### src/dac_pkg.sv
////////////////////////////////////////
// widths, register map and AD5601 frame layout for the DAC control block
// the word address is 4 bits wide so only 16 register slots can be decoded
////////////////////////////////////////

package dac_pkg;

    ////////////////////////////////////////
    // bus
    ////////////////////////////////////////

    localparam int BUS_DATA_W = 32;     // bus data and register width
    localparam int BUS_ADDR_W = 4;      // word address

    // version of this register layout, upper half of the version register
    localparam logic [15:0] MODULE_VERSION = 16'd1;

    // word addresses, anything from TOTAL_REGS upward is undefined
    typedef enum logic [BUS_ADDR_W-1:0] {
        ADDR_VERSION_ID  = 4'd0,    // ro
        ADDR_NUM_REGS    = 4'd1,    // ro, reads TOTAL_REGS
        ADDR_DAC_REG     = 4'd2,    // rw only with en_bus_ctrl high
        ADDR_EN_BUS_CTRL = 4'd3,    // ro mirror of the input
        TOTAL_REGS       = 4'd4
    } reg_addr_t;

    ////////////////////////////////////////
    // AD5601 frame
    ////////////////////////////////////////

    localparam int SPI_LEN = 16;        // bits per frame

    // gain lands in the data field
    localparam int GAIN_W   = 8;
    localparam int GAIN_LSB = 6;

    // frame layout
    //   [15:14] power-down mode
    //   [13:6]  data
    //   [5:0]   ignored by the DAC
    typedef logic [SPI_LEN-1:0] dac_word_t;

endpackage

### src/dac_reg_map.sv
////////////////////////////////////////
// single-word register bus, no back-pressure, response always one cycle later
// the DAC register source follows en_bus_ctrl as sampled one cycle earlier
////////////////////////////////////////

`timescale 1ns/1ps

module dac_reg_map #(
    parameter logic [15:0] MODULE_ID   = 16'h0000,
    parameter logic [15:0] DAC_DEFAULT = 16'h0000
) (
    input  logic                               clk_ifc,
    input  logic                               SET_DEFAULT_ON_RESET,

    input  logic                               en_bus_ctrl,

    input  logic                               bus_write,
    input  logic                               bus_read,
    input  logic [dac_pkg::BUS_ADDR_W-1:0]     bus_addr,
    input  logic [dac_pkg::BUS_DATA_W-1:0]     bus_writedata,
    output logic [dac_pkg::BUS_DATA_W-1:0]     bus_readdata,
    output logic                               bus_readdatavalid,
    output logic                               bus_writeresponsevalid,
    output logic                               bus_error,

    input  logic [dac_pkg::GAIN_W-1:0]         gain_in,
    input  logic                               gain_valid,

    output dac_pkg::dac_word_t                 dac_word,
    output logic                               dac_req
);

    ////////////////////////////////////////
    // constants
    ////////////////////////////////////////

    localparam logic [dac_pkg::BUS_DATA_W-1:0] VERSION_ID = {dac_pkg::MODULE_VERSION, MODULE_ID};
    localparam logic [dac_pkg::BUS_DATA_W-1:0] NUM_REGS   = dac_pkg::TOTAL_REGS;

    ////////////////////////////////////////
    // signals
    ////////////////////////////////////////

    logic [dac_pkg::BUS_DATA_W-1:0] dac_reg;
    logic                           en_bus_ctrl_q;  // selects the DAC register source

    dac_pkg::reg_addr_t             addr;
    logic                           addr_undef;
    logic                           dac_wr_ok;      // accepted bus write to DAC_REG
    logic                           gain_ok;        // accepted gain strobe
    logic [dac_pkg::BUS_DATA_W-1:0] rd_mux;

    assign addr       = dac_pkg::reg_addr_t'(bus_addr);
    assign addr_undef = (bus_addr >= dac_pkg::TOTAL_REGS);

    // only one source may own the register at a time
    assign dac_wr_ok = bus_write && en_bus_ctrl_q && (addr == dac_pkg::ADDR_DAC_REG);
    assign gain_ok   = gain_valid && !en_bus_ctrl_q;

    assign dac_word = dac_reg[dac_pkg::SPI_LEN-1:0];

    ////////////////////////////////////////
    // read mux
    ////////////////////////////////////////

    always_comb begin
        case (addr)
            dac_pkg::ADDR_VERSION_ID:  rd_mux = VERSION_ID;
            dac_pkg::ADDR_NUM_REGS:    rd_mux = NUM_REGS;
            dac_pkg::ADDR_DAC_REG:     rd_mux = dac_reg;
            dac_pkg::ADDR_EN_BUS_CTRL: rd_mux = {{(dac_pkg::BUS_DATA_W-1){1'b0}}, en_bus_ctrl_q};
            default:                   rd_mux = '0;     // undefined, flagged by bus_error
        endcase
    end

    ////////////////////////////////////////
    // registers and responses
    ////////////////////////////////////////

    always_ff @(posedge clk_ifc) begin
        if (SET_DEFAULT_ON_RESET) begin
            dac_reg                <= {{(dac_pkg::BUS_DATA_W-16){1'b0}}, DAC_DEFAULT};
            en_bus_ctrl_q          <= 1'b0;
            bus_readdatavalid      <= 1'b0;
            bus_writeresponsevalid <= 1'b0;
            bus_error              <= 1'b0;
            dac_req                <= 1'b0;
        end else begin
            en_bus_ctrl_q          <= en_bus_ctrl;
            bus_readdatavalid      <= bus_read;
            bus_writeresponsevalid <= bus_write;
            bus_error              <= (bus_read || bus_write) && addr_undef;
            dac_req                <= dac_wr_ok || gain_ok;

            // writes to read-only addresses fall through silently
            if (dac_wr_ok) begin
                dac_reg <= bus_writedata;
            end else if (gain_ok) begin
                dac_reg[dac_pkg::GAIN_LSB +: dac_pkg::GAIN_W] <= gain_in;
            end
        end
    end

    // read data is only meaningful with bus_readdatavalid
    always_ff @(posedge clk_ifc) begin
        if (bus_read) begin
            bus_readdata <= rd_mux;
        end
    end

    ////////////////////////////////////////
    // checks
    ////////////////////////////////////////

    // the bus master never issues a read and a write in the same cycle
    a_no_rd_wr_overlap : assert property (
        @(posedge clk_ifc) disable iff (SET_DEFAULT_ON_RESET)
        !(bus_read && bus_write)
    ) else $error("bus_read and bus_write high together");

endmodule

### src/dac_xfer_ctrl.sv
////////////////////////////////////////
// one frame after reset with the reset value of dac_word, then one per request
// requests during a frame collapse into a single follow-up frame
////////////////////////////////////////

`timescale 1ns/1ps

module dac_xfer_ctrl (
    input  logic               clk_ifc,
    input  logic               SET_DEFAULT_ON_RESET,

    input  dac_pkg::dac_word_t dac_word,
    input  logic               dac_req,

    output logic               spi_start,
    output dac_pkg::dac_word_t spi_tx,
    input  logic               spi_rdy,

    output logic               dac_updated,
    output logic               initdone
);

    typedef enum logic [1:0] {
        IDLE,
        START_AFTER_RESET,
        BUSY
    } state_t;

    state_t state;

    logic   rdy_prev;
    logic   rdy_rise;   // end of a frame
    logic   pending;    // request seen while a frame was in flight
    logic   launch;     // latch dac_word and raise spi_start

    assign rdy_rise = spi_rdy && !rdy_prev;

    always_comb begin
        case (state)
            IDLE:              launch = dac_req;
            START_AFTER_RESET: launch = 1'b1;
            BUSY:              launch = rdy_rise && (pending || dac_req);
            default:           launch = 1'b0;
        endcase
    end

    ////////////////////////////////////////
    // transfer FSM
    ////////////////////////////////////////

    always_ff @(posedge clk_ifc) begin
        if (SET_DEFAULT_ON_RESET) begin
            state       <= START_AFTER_RESET;   // default word goes out first
            spi_start   <= 1'b0;
            pending     <= 1'b0;
            rdy_prev    <= 1'b1;
            dac_updated <= 1'b0;
            initdone    <= 1'b0;
        end else begin
            rdy_prev    <= spi_rdy;
            dac_updated <= 1'b0;

            case (state)
                IDLE: begin
                    if (launch) begin
                        spi_start <= 1'b1;
                        state     <= BUSY;
                    end
                end

                START_AFTER_RESET: begin
                    spi_start <= 1'b1;
                    state     <= BUSY;
                    if (dac_req) begin
                        pending <= 1'b1;
                    end
                end

                BUSY: begin
                    // shifter has taken the word once rdy drops
                    if (spi_start && !spi_rdy) begin
                        spi_start <= 1'b0;
                    end

                    if (rdy_rise) begin
                        dac_updated <= 1'b1;
                        initdone    <= 1'b1;    // sticky after the first frame
                        if (launch) begin
                            spi_start <= 1'b1;
                            pending   <= 1'b0;
                        end else begin
                            state <= IDLE;
                        end
                    end else if (dac_req) begin
                        pending <= 1'b1;
                    end
                end

                default: begin
                    state <= IDLE;
                end
            endcase
        end
    end

    // word for the shifter, held until the next launch
    always_ff @(posedge clk_ifc) begin
        if (launch) begin
            spi_tx <= dac_word;
        end
    end

    ////////////////////////////////////////
    // checks
    ////////////////////////////////////////

    // the shifter may still be loading, so the word must hold
    a_tx_stable : assert property (
        @(posedge clk_ifc) disable iff (SET_DEFAULT_ON_RESET)
        (spi_start && !spi_rdy) |-> $stable(spi_tx)
    ) else $error("spi_tx changed while a frame was starting");

endmodule

### src/spi_shifter.sv
////////////////////////////////////////
// MSB first with SCLK idle high and sdi moving on rising SCLK for a falling-edge slave
// frame is 2*CLK_DIV*SPI_LEN cycles plus one setup and one hold cycle
////////////////////////////////////////

`timescale 1ns/1ps

module spi_shifter #(
    parameter int CLK_DIV = 2     // system cycles per SCLK half period
) (
    input  logic               clk_ifc,
    input  logic               SET_DEFAULT_ON_RESET,

    input  logic               spi_start,
    input  dac_pkg::dac_word_t spi_tx,
    output logic               spi_rdy,

    output logic               sclk,
    output logic               ssn,
    output logic               sdi
);

    localparam int DIV_W = (CLK_DIV > 1) ? $clog2(CLK_DIV) : 1;
    localparam int CNT_W = $clog2(dac_pkg::SPI_LEN + 1);

    localparam logic [DIV_W-1:0] DIV_LAST = DIV_W'(CLK_DIV - 1);
    localparam logic [CNT_W-1:0] BITS_ALL = CNT_W'(dac_pkg::SPI_LEN);

    typedef enum logic [1:0] {
        S_IDLE,
        S_SETUP,    // ssn low while sclk is still high
        S_SHIFT,
        S_HOLD      // sclk high with ssn low one more cycle
    } sh_state_t;

    sh_state_t          state;
    logic [DIV_W-1:0]   div_cnt;
    logic [CNT_W-1:0]   bit_cnt;    // rising edges seen
    dac_pkg::dac_word_t shreg;
    logic               half_done;
    logic               load;
    logic               rise;

    assign half_done = (div_cnt == DIV_LAST);
    assign load      = (state == S_IDLE) && spi_start;
    assign rise      = (state == S_SHIFT) && half_done && !sclk;

    assign sdi = shreg[dac_pkg::SPI_LEN-1];

    ////////////////////////////////////////
    // frame sequencing
    ////////////////////////////////////////

    always_ff @(posedge clk_ifc) begin
        if (SET_DEFAULT_ON_RESET) begin
            state   <= S_IDLE;
            spi_rdy <= 1'b1;
            ssn     <= 1'b1;
            sclk    <= 1'b1;
            div_cnt <= '0;
            bit_cnt <= '0;
        end else begin
            case (state)
                S_IDLE: begin
                    if (load) begin
                        spi_rdy <= 1'b0;
                        ssn     <= 1'b0;
                        state   <= S_SETUP;
                    end
                end

                S_SETUP: begin
                    sclk    <= 1'b0;    // first falling edge where the slave takes the MSB
                    div_cnt <= '0;
                    bit_cnt <= '0;
                    state   <= S_SHIFT;
                end

                S_SHIFT: begin
                    if (!half_done) begin
                        div_cnt <= div_cnt + 1'b1;
                    end else begin
                        div_cnt <= '0;
                        if (!sclk) begin
                            sclk    <= 1'b1;
                            bit_cnt <= bit_cnt + 1'b1;
                        end else if (bit_cnt == BITS_ALL) begin
                            state <= S_HOLD;    // last high half done
                        end else begin
                            sclk <= 1'b0;
                        end
                    end
                end

                default: begin  // S_HOLD
                    ssn     <= 1'b1;
                    spi_rdy <= 1'b1;
                    state   <= S_IDLE;
                end
            endcase
        end
    end

    // next bit shows up on the rising edge
    always_ff @(posedge clk_ifc) begin
        if (load) begin
            shreg <= spi_tx;
        end else if (rise) begin
            shreg <= {shreg[dac_pkg::SPI_LEN-2:0], 1'b0};
        end
    end

    // a select or clock edge without a busy shifter would cut a frame
    a_ssn_busy : assert property (
        @(posedge clk_ifc) disable iff (SET_DEFAULT_ON_RESET)
        (!ssn || !sclk) |-> !spi_rdy
    ) else $error("ssn or sclk active while spi_rdy high");

endmodule

### src/dac_ad5601_ctrl.sv
////////////////////////////////////////
// AD5601 control with a register bus and a gain input
// DAC_DEFAULT is sent once after every reset before initdone rises
////////////////////////////////////////

`timescale 1ns/1ps

module dac_ad5601_ctrl #(
    parameter logic [15:0] MODULE_ID   = 16'h0000,
    parameter logic [15:0] DAC_DEFAULT = 16'h0000,  // [15:14] mode, [13:6] data
    parameter int          CLK_DIV     = 2
) (
    input  logic                           clk_ifc,
    input  logic                           SET_DEFAULT_ON_RESET,

    input  logic                           en_bus_ctrl,

    input  logic                           bus_write,
    input  logic                           bus_read,
    input  logic [dac_pkg::BUS_ADDR_W-1:0] bus_addr,
    input  logic [dac_pkg::BUS_DATA_W-1:0] bus_writedata,
    output logic [dac_pkg::BUS_DATA_W-1:0] bus_readdata,
    output logic                           bus_readdatavalid,
    output logic                           bus_writeresponsevalid,
    output logic                           bus_error,

    input  logic [dac_pkg::GAIN_W-1:0]     gain_in,
    input  logic                           gain_valid,

    output logic                           dac_updated,
    output logic                           initdone,

    output logic                           sclk,
    output logic                           ssn,
    output logic                           sdi
);

    dac_pkg::dac_word_t dac_word;
    logic               dac_req;
    logic               spi_start;
    dac_pkg::dac_word_t spi_tx;
    logic               spi_rdy;

    dac_reg_map #(
        .MODULE_ID   (MODULE_ID),
        .DAC_DEFAULT (DAC_DEFAULT)
    ) reg_map_i (
        .clk_ifc                (clk_ifc),
        .SET_DEFAULT_ON_RESET   (SET_DEFAULT_ON_RESET),
        .en_bus_ctrl            (en_bus_ctrl),
        .bus_write              (bus_write),
        .bus_read               (bus_read),
        .bus_addr               (bus_addr),
        .bus_writedata          (bus_writedata),
        .bus_readdata           (bus_readdata),
        .bus_readdatavalid      (bus_readdatavalid),
        .bus_writeresponsevalid (bus_writeresponsevalid),
        .bus_error              (bus_error),
        .gain_in                (gain_in),
        .gain_valid             (gain_valid),
        .dac_word               (dac_word),
        .dac_req                (dac_req)
    );

    dac_xfer_ctrl xfer_ctrl_i (
        .clk_ifc              (clk_ifc),
        .SET_DEFAULT_ON_RESET (SET_DEFAULT_ON_RESET),
        .dac_word             (dac_word),
        .dac_req              (dac_req),
        .spi_start            (spi_start),
        .spi_tx               (spi_tx),
        .spi_rdy              (spi_rdy),
        .dac_updated          (dac_updated),
        .initdone             (initdone)
    );

    spi_shifter #(
        .CLK_DIV (CLK_DIV)
    ) spi_i (
        .clk_ifc              (clk_ifc),
        .SET_DEFAULT_ON_RESET (SET_DEFAULT_ON_RESET),
        .spi_start            (spi_start),
        .spi_tx               (spi_tx),
        .spi_rdy              (spi_rdy),
        .sclk                 (sclk),
        .ssn                  (ssn),
        .sdi                  (sdi)
    );

endmodule

### config.mk
export PLATFORM = sky130hd
export DESIGN_NAME = dac_ad5601_ctrl
export DESIGN_NICKNAME = d
export VERILOG_FILES = /design/src/dac_pkg.sv /design/src/dac_reg_map.sv /design/src/dac_xfer_ctrl.sv /design/src/spi_shifter.sv /design/src/dac_ad5601_ctrl.sv
export SDC_FILE = /design/constraint.sdc
export NUM_CORES = 1
export LEC_CHECK = 0
export BUFFER_PORTS_ARGS = -buffer_cell sky130_fd_sc_hd__buf_4
export CAP_MARGIN = 40
export CORE_MARGIN = 2
export CORE_UTILIZATION = 50
export DETAILED_ROUTE_END_ITERATION = 8
export GPL_ROUTABILITY_DRIVEN = 0
export PLACE_DENSITY_LB_ADDON = 0.2
export SLEW_MARGIN = 20
export SYNTH_ARGS = -nofsm -noshare
export SYNTH_HDL_FRONTEND = slang
export SYNTH_HIERARCHICAL = 1
export SYNTH_SLANG_ARGS = --single-unit
### constraint.sdc
create_clock -name clk_ifc -period 3.42 [get_ports clk_ifc]
set_clock_uncertainty 0.05 [all_clocks]
set_input_delay 0.171 -clock clk_ifc [delete_from_list [all_inputs] [get_ports clk_ifc]]
set_output_delay 0.171 -clock clk_ifc [all_outputs]
set_load 0.1 [all_outputs]
==> results of run 1 <==
==> worst max-delay path by stage <==
stage	startpoint	endpoint	slack [ps]	cells after the start
2_1_floorplan	spi_i/sclk$_SDFFE_PP1P_	spi_i/shreg[0]$_SDFFCE_PN0P_	940	1
3_3_place_gp	reg_map_i/en_bus_ctrl_q$_SDFF_PP0_	reg_map_i/dac_reg[13]$_SDFFE_PP0P_	1660	3
3_5_place_dp	spi_i/state[0]$_SDFFE_PP0P_	spi_i/shreg[13]$_DFFE_PP_	1680	5
4_1_cts	bus_addr[2]	reg_map_i/dac_reg[10]$_SDFFE_PP0P_	1200	7
5_1_grt	bus_addr[2]	reg_map_i/dac_reg[8]$_SDFFE_PP0P_	970	7
6_report	bus_addr[2]	reg_map_i/dac_reg[8]$_SDFFE_PP0P_	1120	7
==> cells in the final DEF (no fill, tap or decap), drive strengths merged, types with 9 or more instances in the layout <==
cell         count
buf             94
edfxtp          64
dfxtp           54
nand2b          52
dlygate4sd3     46
mux2i           35
and2            29
clkbuf          20
nor2            19
mux2            16
inv             15
a221oi           9
==> timing repair <==
action,CTS,global route
endpoints found under the hold margin,39,0
hold buffers,46,0
resized for setup,0,0
==> layout make-up <==
class                           count  area [um^2]
Multi-Input combinational cell    224         1670
Timing Repair Buffer              140         1170
Fill cell                         714         3040
Clock buffer                       20          468
Inverter                           11         41.3
Clock inverter                     12          138
Tap cell                          133          166
Sequential cell                   118         3000
==> routing by layer <==
| layer | track usage, % | routed length (um) | share of wire, % |
|---|---|---|---|
| met1 | 22.7 | 4290 | 44 |
| met2 | 31.8 | 4840 | 50 |
| met3 | 4.53 | 388 | 4.0 |
| met4 | 8.78 | 250 | 2.6 |
| met5 | 0 | 0 | 0 |
==> logic make-up after synthesis <==
kind of cell	share of synthesized area [%]
muxes	10.7
adders and majority gates	1.26
xor gates and xnor gates	0.530
buffers and inverters	5.78
and+or+nand+nor	15.7
AOI/OAI and AO/OA	5.43
DFF	60.6
==> stage by stage <==
stage / setup slack (ps) / hold WS (ps) / utilization [%]
global route: 967 / 27.4 / 68.7
CTS: 1200 / 3.11 / 68.7
detailed placement: 1680 / 371 / 57.6
floorplan: 944 / 190 / -
global placement: 1660 / 372 / 57.6
finish: 1120 / 18.6 / 68.7
==> power breakdown <==
| group | internal, uW | switching, uW |
|---|---|---|
| combinational | 291 | 496 |
| clock | 1130 | 640 |
| sequential | 1660 | 65.9 |
| total | 3080 | 1200 |
==> worst max-delay path, cell delays in order <==
cell and delay [ps]:
dlygate4sd3_1 540, buf_4 160, nor4b_4 280, buf_4 400, nand3_4 200, a221oi_1 330, dlygate4sd3_1 610
==> out/metrics.cfg, run 1 <==
[global_routing]
grt_pass1_vias = 3258
antenna_found_initial = 0
grt_max_degree = 75
gr-total-overflow = 0
grt_pass1_wl_um = 15800
grt_usage_pct = 18.8

[power]
ir_drop_mv = 0.291
power_uw = 4280
powerDensity_nw_per_um2 = 644
power.leakage_uw = 0.00260

[final_layout]
antenna_cells_inserted = 0
fin_area_um2 = 6650
fin_cells = 658
layout.nets = 567
area_growth_pct = 34.2
drive_above_1_share_pct = 28.6

[worst_setup_path]
path_max_fanout = 38
arrival_ps = 2690
worst-endpoint-required_ps = 3810
r2r-start = reg_map_i/en_bus_ctrl_q$_SDFF_PP0_
reg2reg_depth = 5
worstSetupStartpointType = input port
rr_endpoint = reg_map_i/dac_reg[11]$_SDFFE_PP0P_
worst-r2r-setup-slack_ps = 1380
critPathKind = in -> reg
end_kind = register

[cts]
cts-root-buf = clkbuf_8
h-tree-depth = 4
clk-insertion-delay-late_ps = 510
clock-sinks = 118
cts.path.max_buffers = 2
cts_setup_buffers = 0
cts_tree = done
cts_buffers = 17
clkTransAtPathRegs_ps = 60

[routing]
drtAntennaViolNets = 0
first_pass_iters = 4
wirelength_um = 9770
wl_per_cell_um = 14.8
drc = 0
via_per_inst = 4.99
vias = 3282
drtIter0Drc = 153

[sta]
max_clock_freq_mhz = 435
max_slew_margin_pct = 58.5
setup_viol = 0
fin_crit_sh_pct = 67.3
finalCriticalPeriod_ps = 2300
finalHoldViolCount = 0
drv_slew = 0
rsz0062_at_grt = false
tightest_slew_ps = 622
tns_ps = 0

[worst_hold_path]
hold_end = reg_map_i/dac_reg[6]$_SDFFE_PP0P_
hp-start = gain_in[0]
holdCritPathClass = in -> reg
min_path_cells = 3

[synth]
syn-num-nets = 442
synth-async-reset-ratio_pct = 0
synth_top_area_share_pct = 38.8
synth_commonest_cells = 64 x edfxtp_1, 54 x dfxtp_1, 51 x nand2b_1, 35 x mux2i_1, 29 x and2_1
ys.flop_type = edfxtp_1
ys_ff_latch = 118
synth.distinct_cells = 45
yosysMostFrequentCell = edfxtp_1
synth_seq_area_share_pct = 60.6
netlist_area_um2 = 4960
syn_avg_cell_area_um2 = 12.8
yosys.area.top_type = edfxtp_1
synth_edf_count = 64
syn_inst = 387
ys_top_cells_by_area = edfxtp_1 39%, dfxtp_1 22%, mux2i_1 7.1%, nand2b_1 6.4%, and2_1 3.7%
ys.warnings.count = 6

[status]
status = completed

[floorplanning]
num_rows = 36
start_util_pct = 51.2
dieWidth_um = 104
die_h_um = 104
core-area_um2 = 9680
dieArea_um2 = 10700
ioPinCount = 90

[job]
drv_cap = 0

[placed_design]
port_buffers = 89
dp_hpwl_um = 5850
placedCellCount = 580
placed_cell_area_um2 = 5580

No activity file was read; power rests on OpenSTA's default activity.
==> run 2, diff against run 1 <==
--- a/config.mk
+++ b/config.mk
@@ -5,6 +5,7 @@
 export SDC_FILE = /design/constraint.sdc
 export NUM_CORES = 1
 export LEC_CHECK = 0
+export ABC_AREA = 1
 export BUFFER_PORTS_ARGS = -buffer_cell sky130_fd_sc_hd__buf_4
 export CAP_MARGIN = 40
 export CORE_MARGIN = 2
==> constraint.sdc (replaced) <==
create_clock -name clk_ifc -period 2.02 [get_ports clk_ifc]
set_clock_uncertainty 0.05 [all_clocks]
set_input_delay 0.101 -clock clk_ifc [delete_from_list [all_inputs] [get_ports clk_ifc]]
set_output_delay 0.101 -clock clk_ifc [all_outputs]
set_load 0.1 [all_outputs]
==> out/metrics.cfg, run 2 <==
[worst_setup_path]
end_kind = register
arrival_ps = 2220  ; -470 ps
worst-endpoint-required_ps = 2400  ; -1410 ps
path_max_fanout = 14  ; -63%
worstSetupStartpointType = register
critPathKind = reg -> reg

[floorplanning]
dieArea_um2 = 10600  ; -1.3%
num_rows = 36  ; unchanged
die_h_um = 103  ; -0.66%
core-area_um2 = 9640  ; -0.47%
start_util_pct = 50.7  ; -0.46 points
ioPinCount = 90  ; unchanged
dieWidth_um = 103  ; -0.66%

[global_routing]
top_usage_layer = met2
grt_pass1_wl_um = 16800  ; +6.6%
grt_max_degree = 48  ; -36%
grt_util_met3_pct = 7.93  ; +3.4 points
grt_pass1_vias = 3589  ; +10%
use_met1_pct = 25.8  ; +3.0 points
gr-total-overflow = 0  ; unchanged
grtUsageMet2_pct = 35.4  ; +3.5 points
antenna_found_initial = 0  ; unchanged
grt_usage_pct = 21.3  ; +2.4 points

[sta]
max_clock_freq_mhz = 544
max_slew_margin_pct = 60.4  ; +1.9 points
rsz0062_at_grt = false
tns_ps = 0  ; unchanged
finalCriticalPeriod_ps = 1840
finalHoldViolCount = 0  ; unchanged
setup_ws_ps = 183  ; -936 ps
drv_slew = 0  ; unchanged
tightest_slew_ps = 593  ; -29.4 ps
fin_crit_sh_pct = 90.9
setup_viol = 0  ; unchanged
hold_slack_ps = 60.0  ; +41.4 ps

[worst_hold_path]
holdCritPathClass = in -> reg

[placed_design]
port_buffers = 89  ; unchanged
place_ws_ps = 404  ; -1270 ps
placed_cell_area_um2 = 5560  ; -0.36%
dp_hpwl_um = 6370  ; +8.9%

[routing]
drtIter0Drc = 151  ; -1.3%
via_per_inst = 4.82  ; -3.3%
drtAntennaViolNets = 0  ; unchanged
wirelength_um = 10600  ; +8.9%
first_pass_iters = 4  ; unchanged
wl_per_cell_um = 14.3  ; -3.7%
drc = 0  ; unchanged
vias = 3589  ; +9.4%

[synth]
synth_seq_area_share_pct = 61.4  ; +0.84 points
ys.flop_type = edfxtp_1
synth-async-reset-ratio_pct = 0  ; unchanged
netlist_area_um2 = 4890  ; -1.4%
ys_top_cells_by_area = edfxtp_1 39%, dfxtp_1 22%, inv_1 4.9%, a21oi_1 4.5%, nand2_1 3.9%
yosys.area.top_type = edfxtp_1
synth_top_area_share_pct = 39.3  ; +0.54 points
ys_ff_latch = 118  ; unchanged
syn-num-nets = 522  ; +18%
syn_inst = 467  ; +21%
synth.distinct_cells = 30  ; -33%
synth_commonest_cells = 64 x edfxtp_1, 64 x inv_1, 54 x dfxtp_1, 51 x nand2_1, 50 x nor2_1
syn_avg_cell_area_um2 = 10.5  ; -18%
ys.warnings.count = 6  ; unchanged
synth_edf_count = 64  ; unchanged

[power]
p_int_uw = 5520  ; +79%
swShare_pct = 27.0  ; -1.0 points
ir_drop_mv = 0.658  ; +130%
powerDensity_nw_per_um2 = 1130  ; +75%
combPwrFrac_pct = 18.3  ; about the same
clockPowerShare_pct = 43.4  ; +2.1 points
pwr-share-seq_pct = 38.2  ; -2.1 points
power.leakage_uw = 0.00277  ; +6.8%
switching_power_uw = 2040  ; +70%
power_uw = 7570  ; +77%

[final_layout]
drive_above_1_share_pct = 25.7  ; -2.9 points
final_cell_mix = 95 x buf_4, 64 x inv_1, 64 x edfxtp_1, 54 x dfxtp_1, 51 x nand2_1
fillCellCount = 718  ; +0.56%
layout_commonest_cell = buf_4
fin_area_um2 = 6720  ; +1.1%
antenna_cells_inserted = 0  ; unchanged
layout.nets = 653  ; +15%
area_growth_pct = 37.5

[cts]
cts-root-buf = clkbuf_8
cts_buffers = 17  ; unchanged
cts.path.max_buffers = 2  ; unchanged
clock-sinks = 118  ; unchanged
clk-insertion-delay-late_ps = 520  ; about the same
cts_resized = 0  ; unchanged
cts_tree = done
clkTransAtPathRegs_ps = 60  ; about the same
h-tree-depth = 4  ; unchanged
cts_setup_buffers = 0  ; unchanged

[status]
status = completed

[job]
drv_cap = 0  ; unchanged

==> run 2: repair_timing <==
action / 4_1_cts / 5_1_grt
hold endpoints to repair: 42 / 0
hold buffers: 50 / 0
endpoints found under the setup margin: 0 / 7
==> run 2: power groups by stage <==
stage	combinational (uW)	clock (uW)	sequential [uW]
after CTS	1390	3340	2890
after global placement	1260	0	2940
after floorplan	714	0	3230
after global routing	1500	3460	2920
after detailed placement	1300	0	2940
final	1390	3290	2890
==> run 2: through the flow <==
step                      util [%]  std cells
after global routing          69.7        744
after global placement        57.7        661
after floorplan                  -        467
after CTS                     69.6        743
final                         69.7        744
after detailed placement      57.7        661
==> run 2: kinds of logic after synthesis <==
| group | after synthesis | share of synthesized area (%) |
|---|---|---|
| compound gates | 83 | 9.85 |
| flops | 118 | 61.4 |
| fa+ha+maj | 5 | 1.28 |
| simple gates | 142 | 13.3 |
| mux | 15 | 4.07 |
| buf+inv | 104 | 10.0 |
==> run 2: worst paths after layout <==
check                                           from                                  to  slack [ps]  cells past startpoint
setup / recovery  reg_map_i/en_bus_ctrl_q$_SDFF_PP0_  reg_map_i/dac_reg[10]$_SDFFE_PP0P_         180                      7
hold / removal                           bus_addr[3]  reg_map_i/dac_reg[30]$_SDFFE_PP0P_          60                      4
setup reg to reg  reg_map_i/en_bus_ctrl_q$_SDFF_PP0_  reg_map_i/dac_reg[10]$_SDFFE_PP0P_         180                      7
hold reg to reg    reg_map_i/dac_reg[3]$_SDFFE_PP0P_     xfer_ctrl_i/spi_tx[3]$_DFFE_PP_         380                      0
==> run 2: cell type report <==
type | count | area [um^2] | share of cell area, %
clock inverter | 15 | 234 | 3.48
multi-input combinational | 246 | 1410 | 21.0
tap | 133 | 166 | 2.48
timing repair buffer | 146 | 1230 | 18.4
sequential | 118 | 3000 | 44.7
inverter | 69 | 262 | 3.89
clock buffer | 17 | 414 | 6.16
==> run 2: layer usage <==
metal / share of wire (%) / routed length, um
met3: 5.5 / 582
met1: 42 / 4500
met5: 0 / 0
met4: 0.87 / 93
met2: 51 / 5460
==> run 2: critical path: stages (launching register included) <==
cell	delay, ps
dfxtp_1	380
nand2_1	110
inv_4	140
nand3_4	200
nand2_1	120
nand2_1	50
dlygate4sd3_1	560
a21oi_1	150
==> run 3, diff against run 2 <==
==> constraint.sdc (replaced) <==
create_clock -name clk_ifc -period 2.02 [get_ports clk_ifc]
set_clock_uncertainty 0.05 [all_clocks]
set_input_delay 0.202 -clock clk_ifc [delete_from_list [all_inputs] [get_ports clk_ifc]]
set_output_delay 0.202 -clock clk_ifc [all_outputs]
set_load 0.1 [all_outputs]
==> out/metrics.cfg, run 3 (synthesized netlist as in run 2, its figures left out) <==
[sta]
rsz0062_at_grt = false
drv_slew = 0  ; unchanged
fin_crit_sh_pct = 92.0  ; +1.1 points
setup_ws_ps = 162  ; -21.4 ps
max_clock_freq_mhz = 538  ; -1.2%
max_slew_margin_pct = 60.8  ; +0.43 points
finalCriticalPeriod_ps = 1860  ; +21.4 ps
finalHoldViolCount = 0  ; unchanged
tns_ps = 0  ; unchanged
tightest_slew_ps = 587  ; -6.42 ps
setup_viol = 0  ; unchanged

[cts]
clock-sinks = 118  ; unchanged
cts_buffers = 17  ; unchanged
cts-root-buf = clkbuf_8
cts_setup_buffers = 0  ; unchanged
h-tree-depth = 4  ; unchanged
cts.path.max_buffers = 2  ; unchanged
clk-insertion-delay-late_ps = 510  ; about the same
cts_tree = done
clkTransAtPathRegs_ps = 60  ; about the same

[status]
status = completed

[worst_setup_path]
worstSetupStartpointType = register
arrival_ps = 2250  ; +30 ps
worst-endpoint-required_ps = 2410  ; about the same
worst-r2r-setup-slack_ps = 160  ; -20 ps
critPathMaxStageDelay_ps = 550  ; about the same
critPathLaunch = reg_map_i/en_bus_ctrl_q$_SDFF_PP0_
crit_end = reg_map_i/dac_reg[7]$_SDFFE_PP0P_
r2r-start = reg_map_i/en_bus_ctrl_q$_SDFF_PP0_
slowest_stage = dlygate4sd3_1
crit_chain = nand2_1 -> inv_4 -> nand3_4 -> buf_6 -> nand2_1 -> nand2_1 -> dlygate4sd3_1 -> a21oi_1
path_max_fanout = 14  ; unchanged
rr_endpoint = reg_map_i/dac_reg[7]$_SDFFE_PP0P_
crit_top_cell = nand2_1
critPathKind = reg -> reg
cp_num_cells = 8  ; +1
path_delay_family = buffers and inverters
end_kind = register
reg2reg_depth = 8  ; +1
crit_buf_inv = 3  ; +1

[floorplanning]
dieWidth_um = 103  ; unchanged
core-area_um2 = 9640  ; unchanged
num_rows = 36  ; unchanged
start_util_pct = 50.7  ; unchanged
ioPinCount = 90  ; unchanged
die_h_um = 103  ; unchanged
dieArea_um2 = 10600  ; unchanged

[power]
combPwrFrac_pct = 19.4  ; +1.1 points
clockPowerShare_pct = 39.1  ; -4.3 points
swShare_pct = 29.4  ; +2.4 points
ir_drop_mv = 0.547  ; -17%
power.leakage_uw = 0.00267  ; -3.5%
switching_power_uw = 2050  ; +0.49%
pwr-share-seq_pct = 41.5  ; +3.3 points
powerDensity_nw_per_um2 = 1080  ; -4.4%
p_int_uw = 4930  ; -11%

[routing]
via_per_inst = 4.87  ; +0.92%
wl_per_cell_um = 13.8  ; -3.4%
first_pass_iters = 4  ; unchanged
drtAntennaViolNets = 0  ; unchanged
drc = 0  ; unchanged
drtIter0Drc = 249  ; +65%
vias = 3554  ; -0.98%
wirelength_um = 10100  ; -5.3%

[worst_hold_path]
holdCritPathClass = in -> reg
min_path_cells = 5  ; +1

[final_layout]
layout.nets = 639  ; -2.1%
fin_area_um2 = 6480  ; -3.6%
area_growth_pct = 32.6
drive_above_1_share_pct = 27.0  ; +1.3 points
multi_input_area_um2 = 1400  ; -0.71%
final_cell_mix = 96 x buf_4, 64 x inv_1, 64 x edfxtp_1, 54 x dfxtp_1, 51 x nand2_1
final-seq-area_um2 = 3000  ; unchanged
layout_commonest_cell = buf_4
fillCellCount = 759  ; +5.7%
antenna_cells_inserted = 0  ; unchanged

[placed_design]
dp_hpwl_um = 6420  ; +0.83%
placed_cell_area_um2 = 5560  ; about the same
place_ws_ps = 414  ; +9.40 ps
port_buffers = 89  ; unchanged

[global_routing]
grt_pass1_vias = 3583  ; -0.17%
grt_max_degree = 48  ; unchanged
grt_pass1_wl_um = 16500  ; -2.2%
gr-total-overflow = 0  ; unchanged
antenna_found_initial = 0  ; unchanged
grt_usage_pct = 20.7  ; -0.56 points

[job]
drv_cap = 0  ; unchanged

## run 3: cell types whose count changed in the layout (fill, tap and decap cells not counted), sizes merged, moves of 2 or more
cell	delta
clkbuf	+2
dlygate4sd3	-14
clkinv	-2
clkinvlp	+3
bufinv	-6
inv	+3
## run 3: worst register-to-register path, delay by kind of cell, from the launching register on
family,cells,cell delay (ps)
buf+inv,3,880
simple gates,4,380
flops,1,370
compound gates,1,110
## run 3: layout make-up
class	count	share of cell area, %
Multi-Input combinational cell	245	21.6
Sequential cell	118	46.3
Clock inverter	13	1.47
Clock buffer	19	7.16
Tap cell	133	2.57
Timing Repair Buffer	133	16.9
Inverter	69	4.03
## run 3: worst min path at each step
| stage | start | endpoint |
|---|---|---|
| 2_1_floorplan | SET_DEFAULT_ON_RESET | xfer_ctrl_i/spi_start$_SDFFE_PP0P_ |
| 3_3_place_gp | en_bus_ctrl | reg_map_i/en_bus_ctrl_q$_SDFF_PP0_ |
| 3_5_place_dp | en_bus_ctrl | reg_map_i/en_bus_ctrl_q$_SDFF_PP0_ |
| 4_1_cts | bus_writedata[8] | reg_map_i/dac_reg[8]$_SDFFE_PP0P_ |
| 5_1_grt | bus_writedata[8] | reg_map_i/dac_reg[8]$_SDFFE_PP0P_ |
| 6_report | bus_writedata[8] | reg_map_i/dac_reg[8]$_SDFFE_PP0P_ |
## run 3: power groups by stage
stage	logic, uW	registers [uW]	clock network [uW]
global placement	1260	2940	0
detailed placement	1300	2940	0
floorplan	714	3230	0
CTS	1350	2900	2780
finish	1350	2900	2730
global route	1470	2920	2900
## run 3: per-layer routing
metal	global-route usage [%]	vias up	part of all wire (%)	wire length, um
met2	32.7	87	50	5040
met3	8.00	7	5.3	531
met4	8.10	0	0.82	83
li1	-	1768	-	-
met1	25.8	1692	44	4420
met5	0	-	0	0
## run 3: what timing repair did
action | in CTS | in global routing
hold endpoints to repair | 36 | 0
gates resized for setup | 0 | 1
hold buffers | 36 | 0
setup endpoints to repair | 0 | 1
## run 3: through the flow
| step | total power (uW) | utilization [%] | cells | hold slack (ps) |
|---|---|---|---|---|
| detailed placement | 4240 | 57.7 | 662 | 362 |
| global placement | 4200 | 57.7 | 662 | 362 |
| global route | 7290 | 67.2 | 730 | 22.2 |
| floorplan | 3940 | - | 467 | 214 |
| finish | 6980 | 67.2 | 730 | 24.0 |
| CTS | 7030 | 67.2 | 730 | 1.93 |
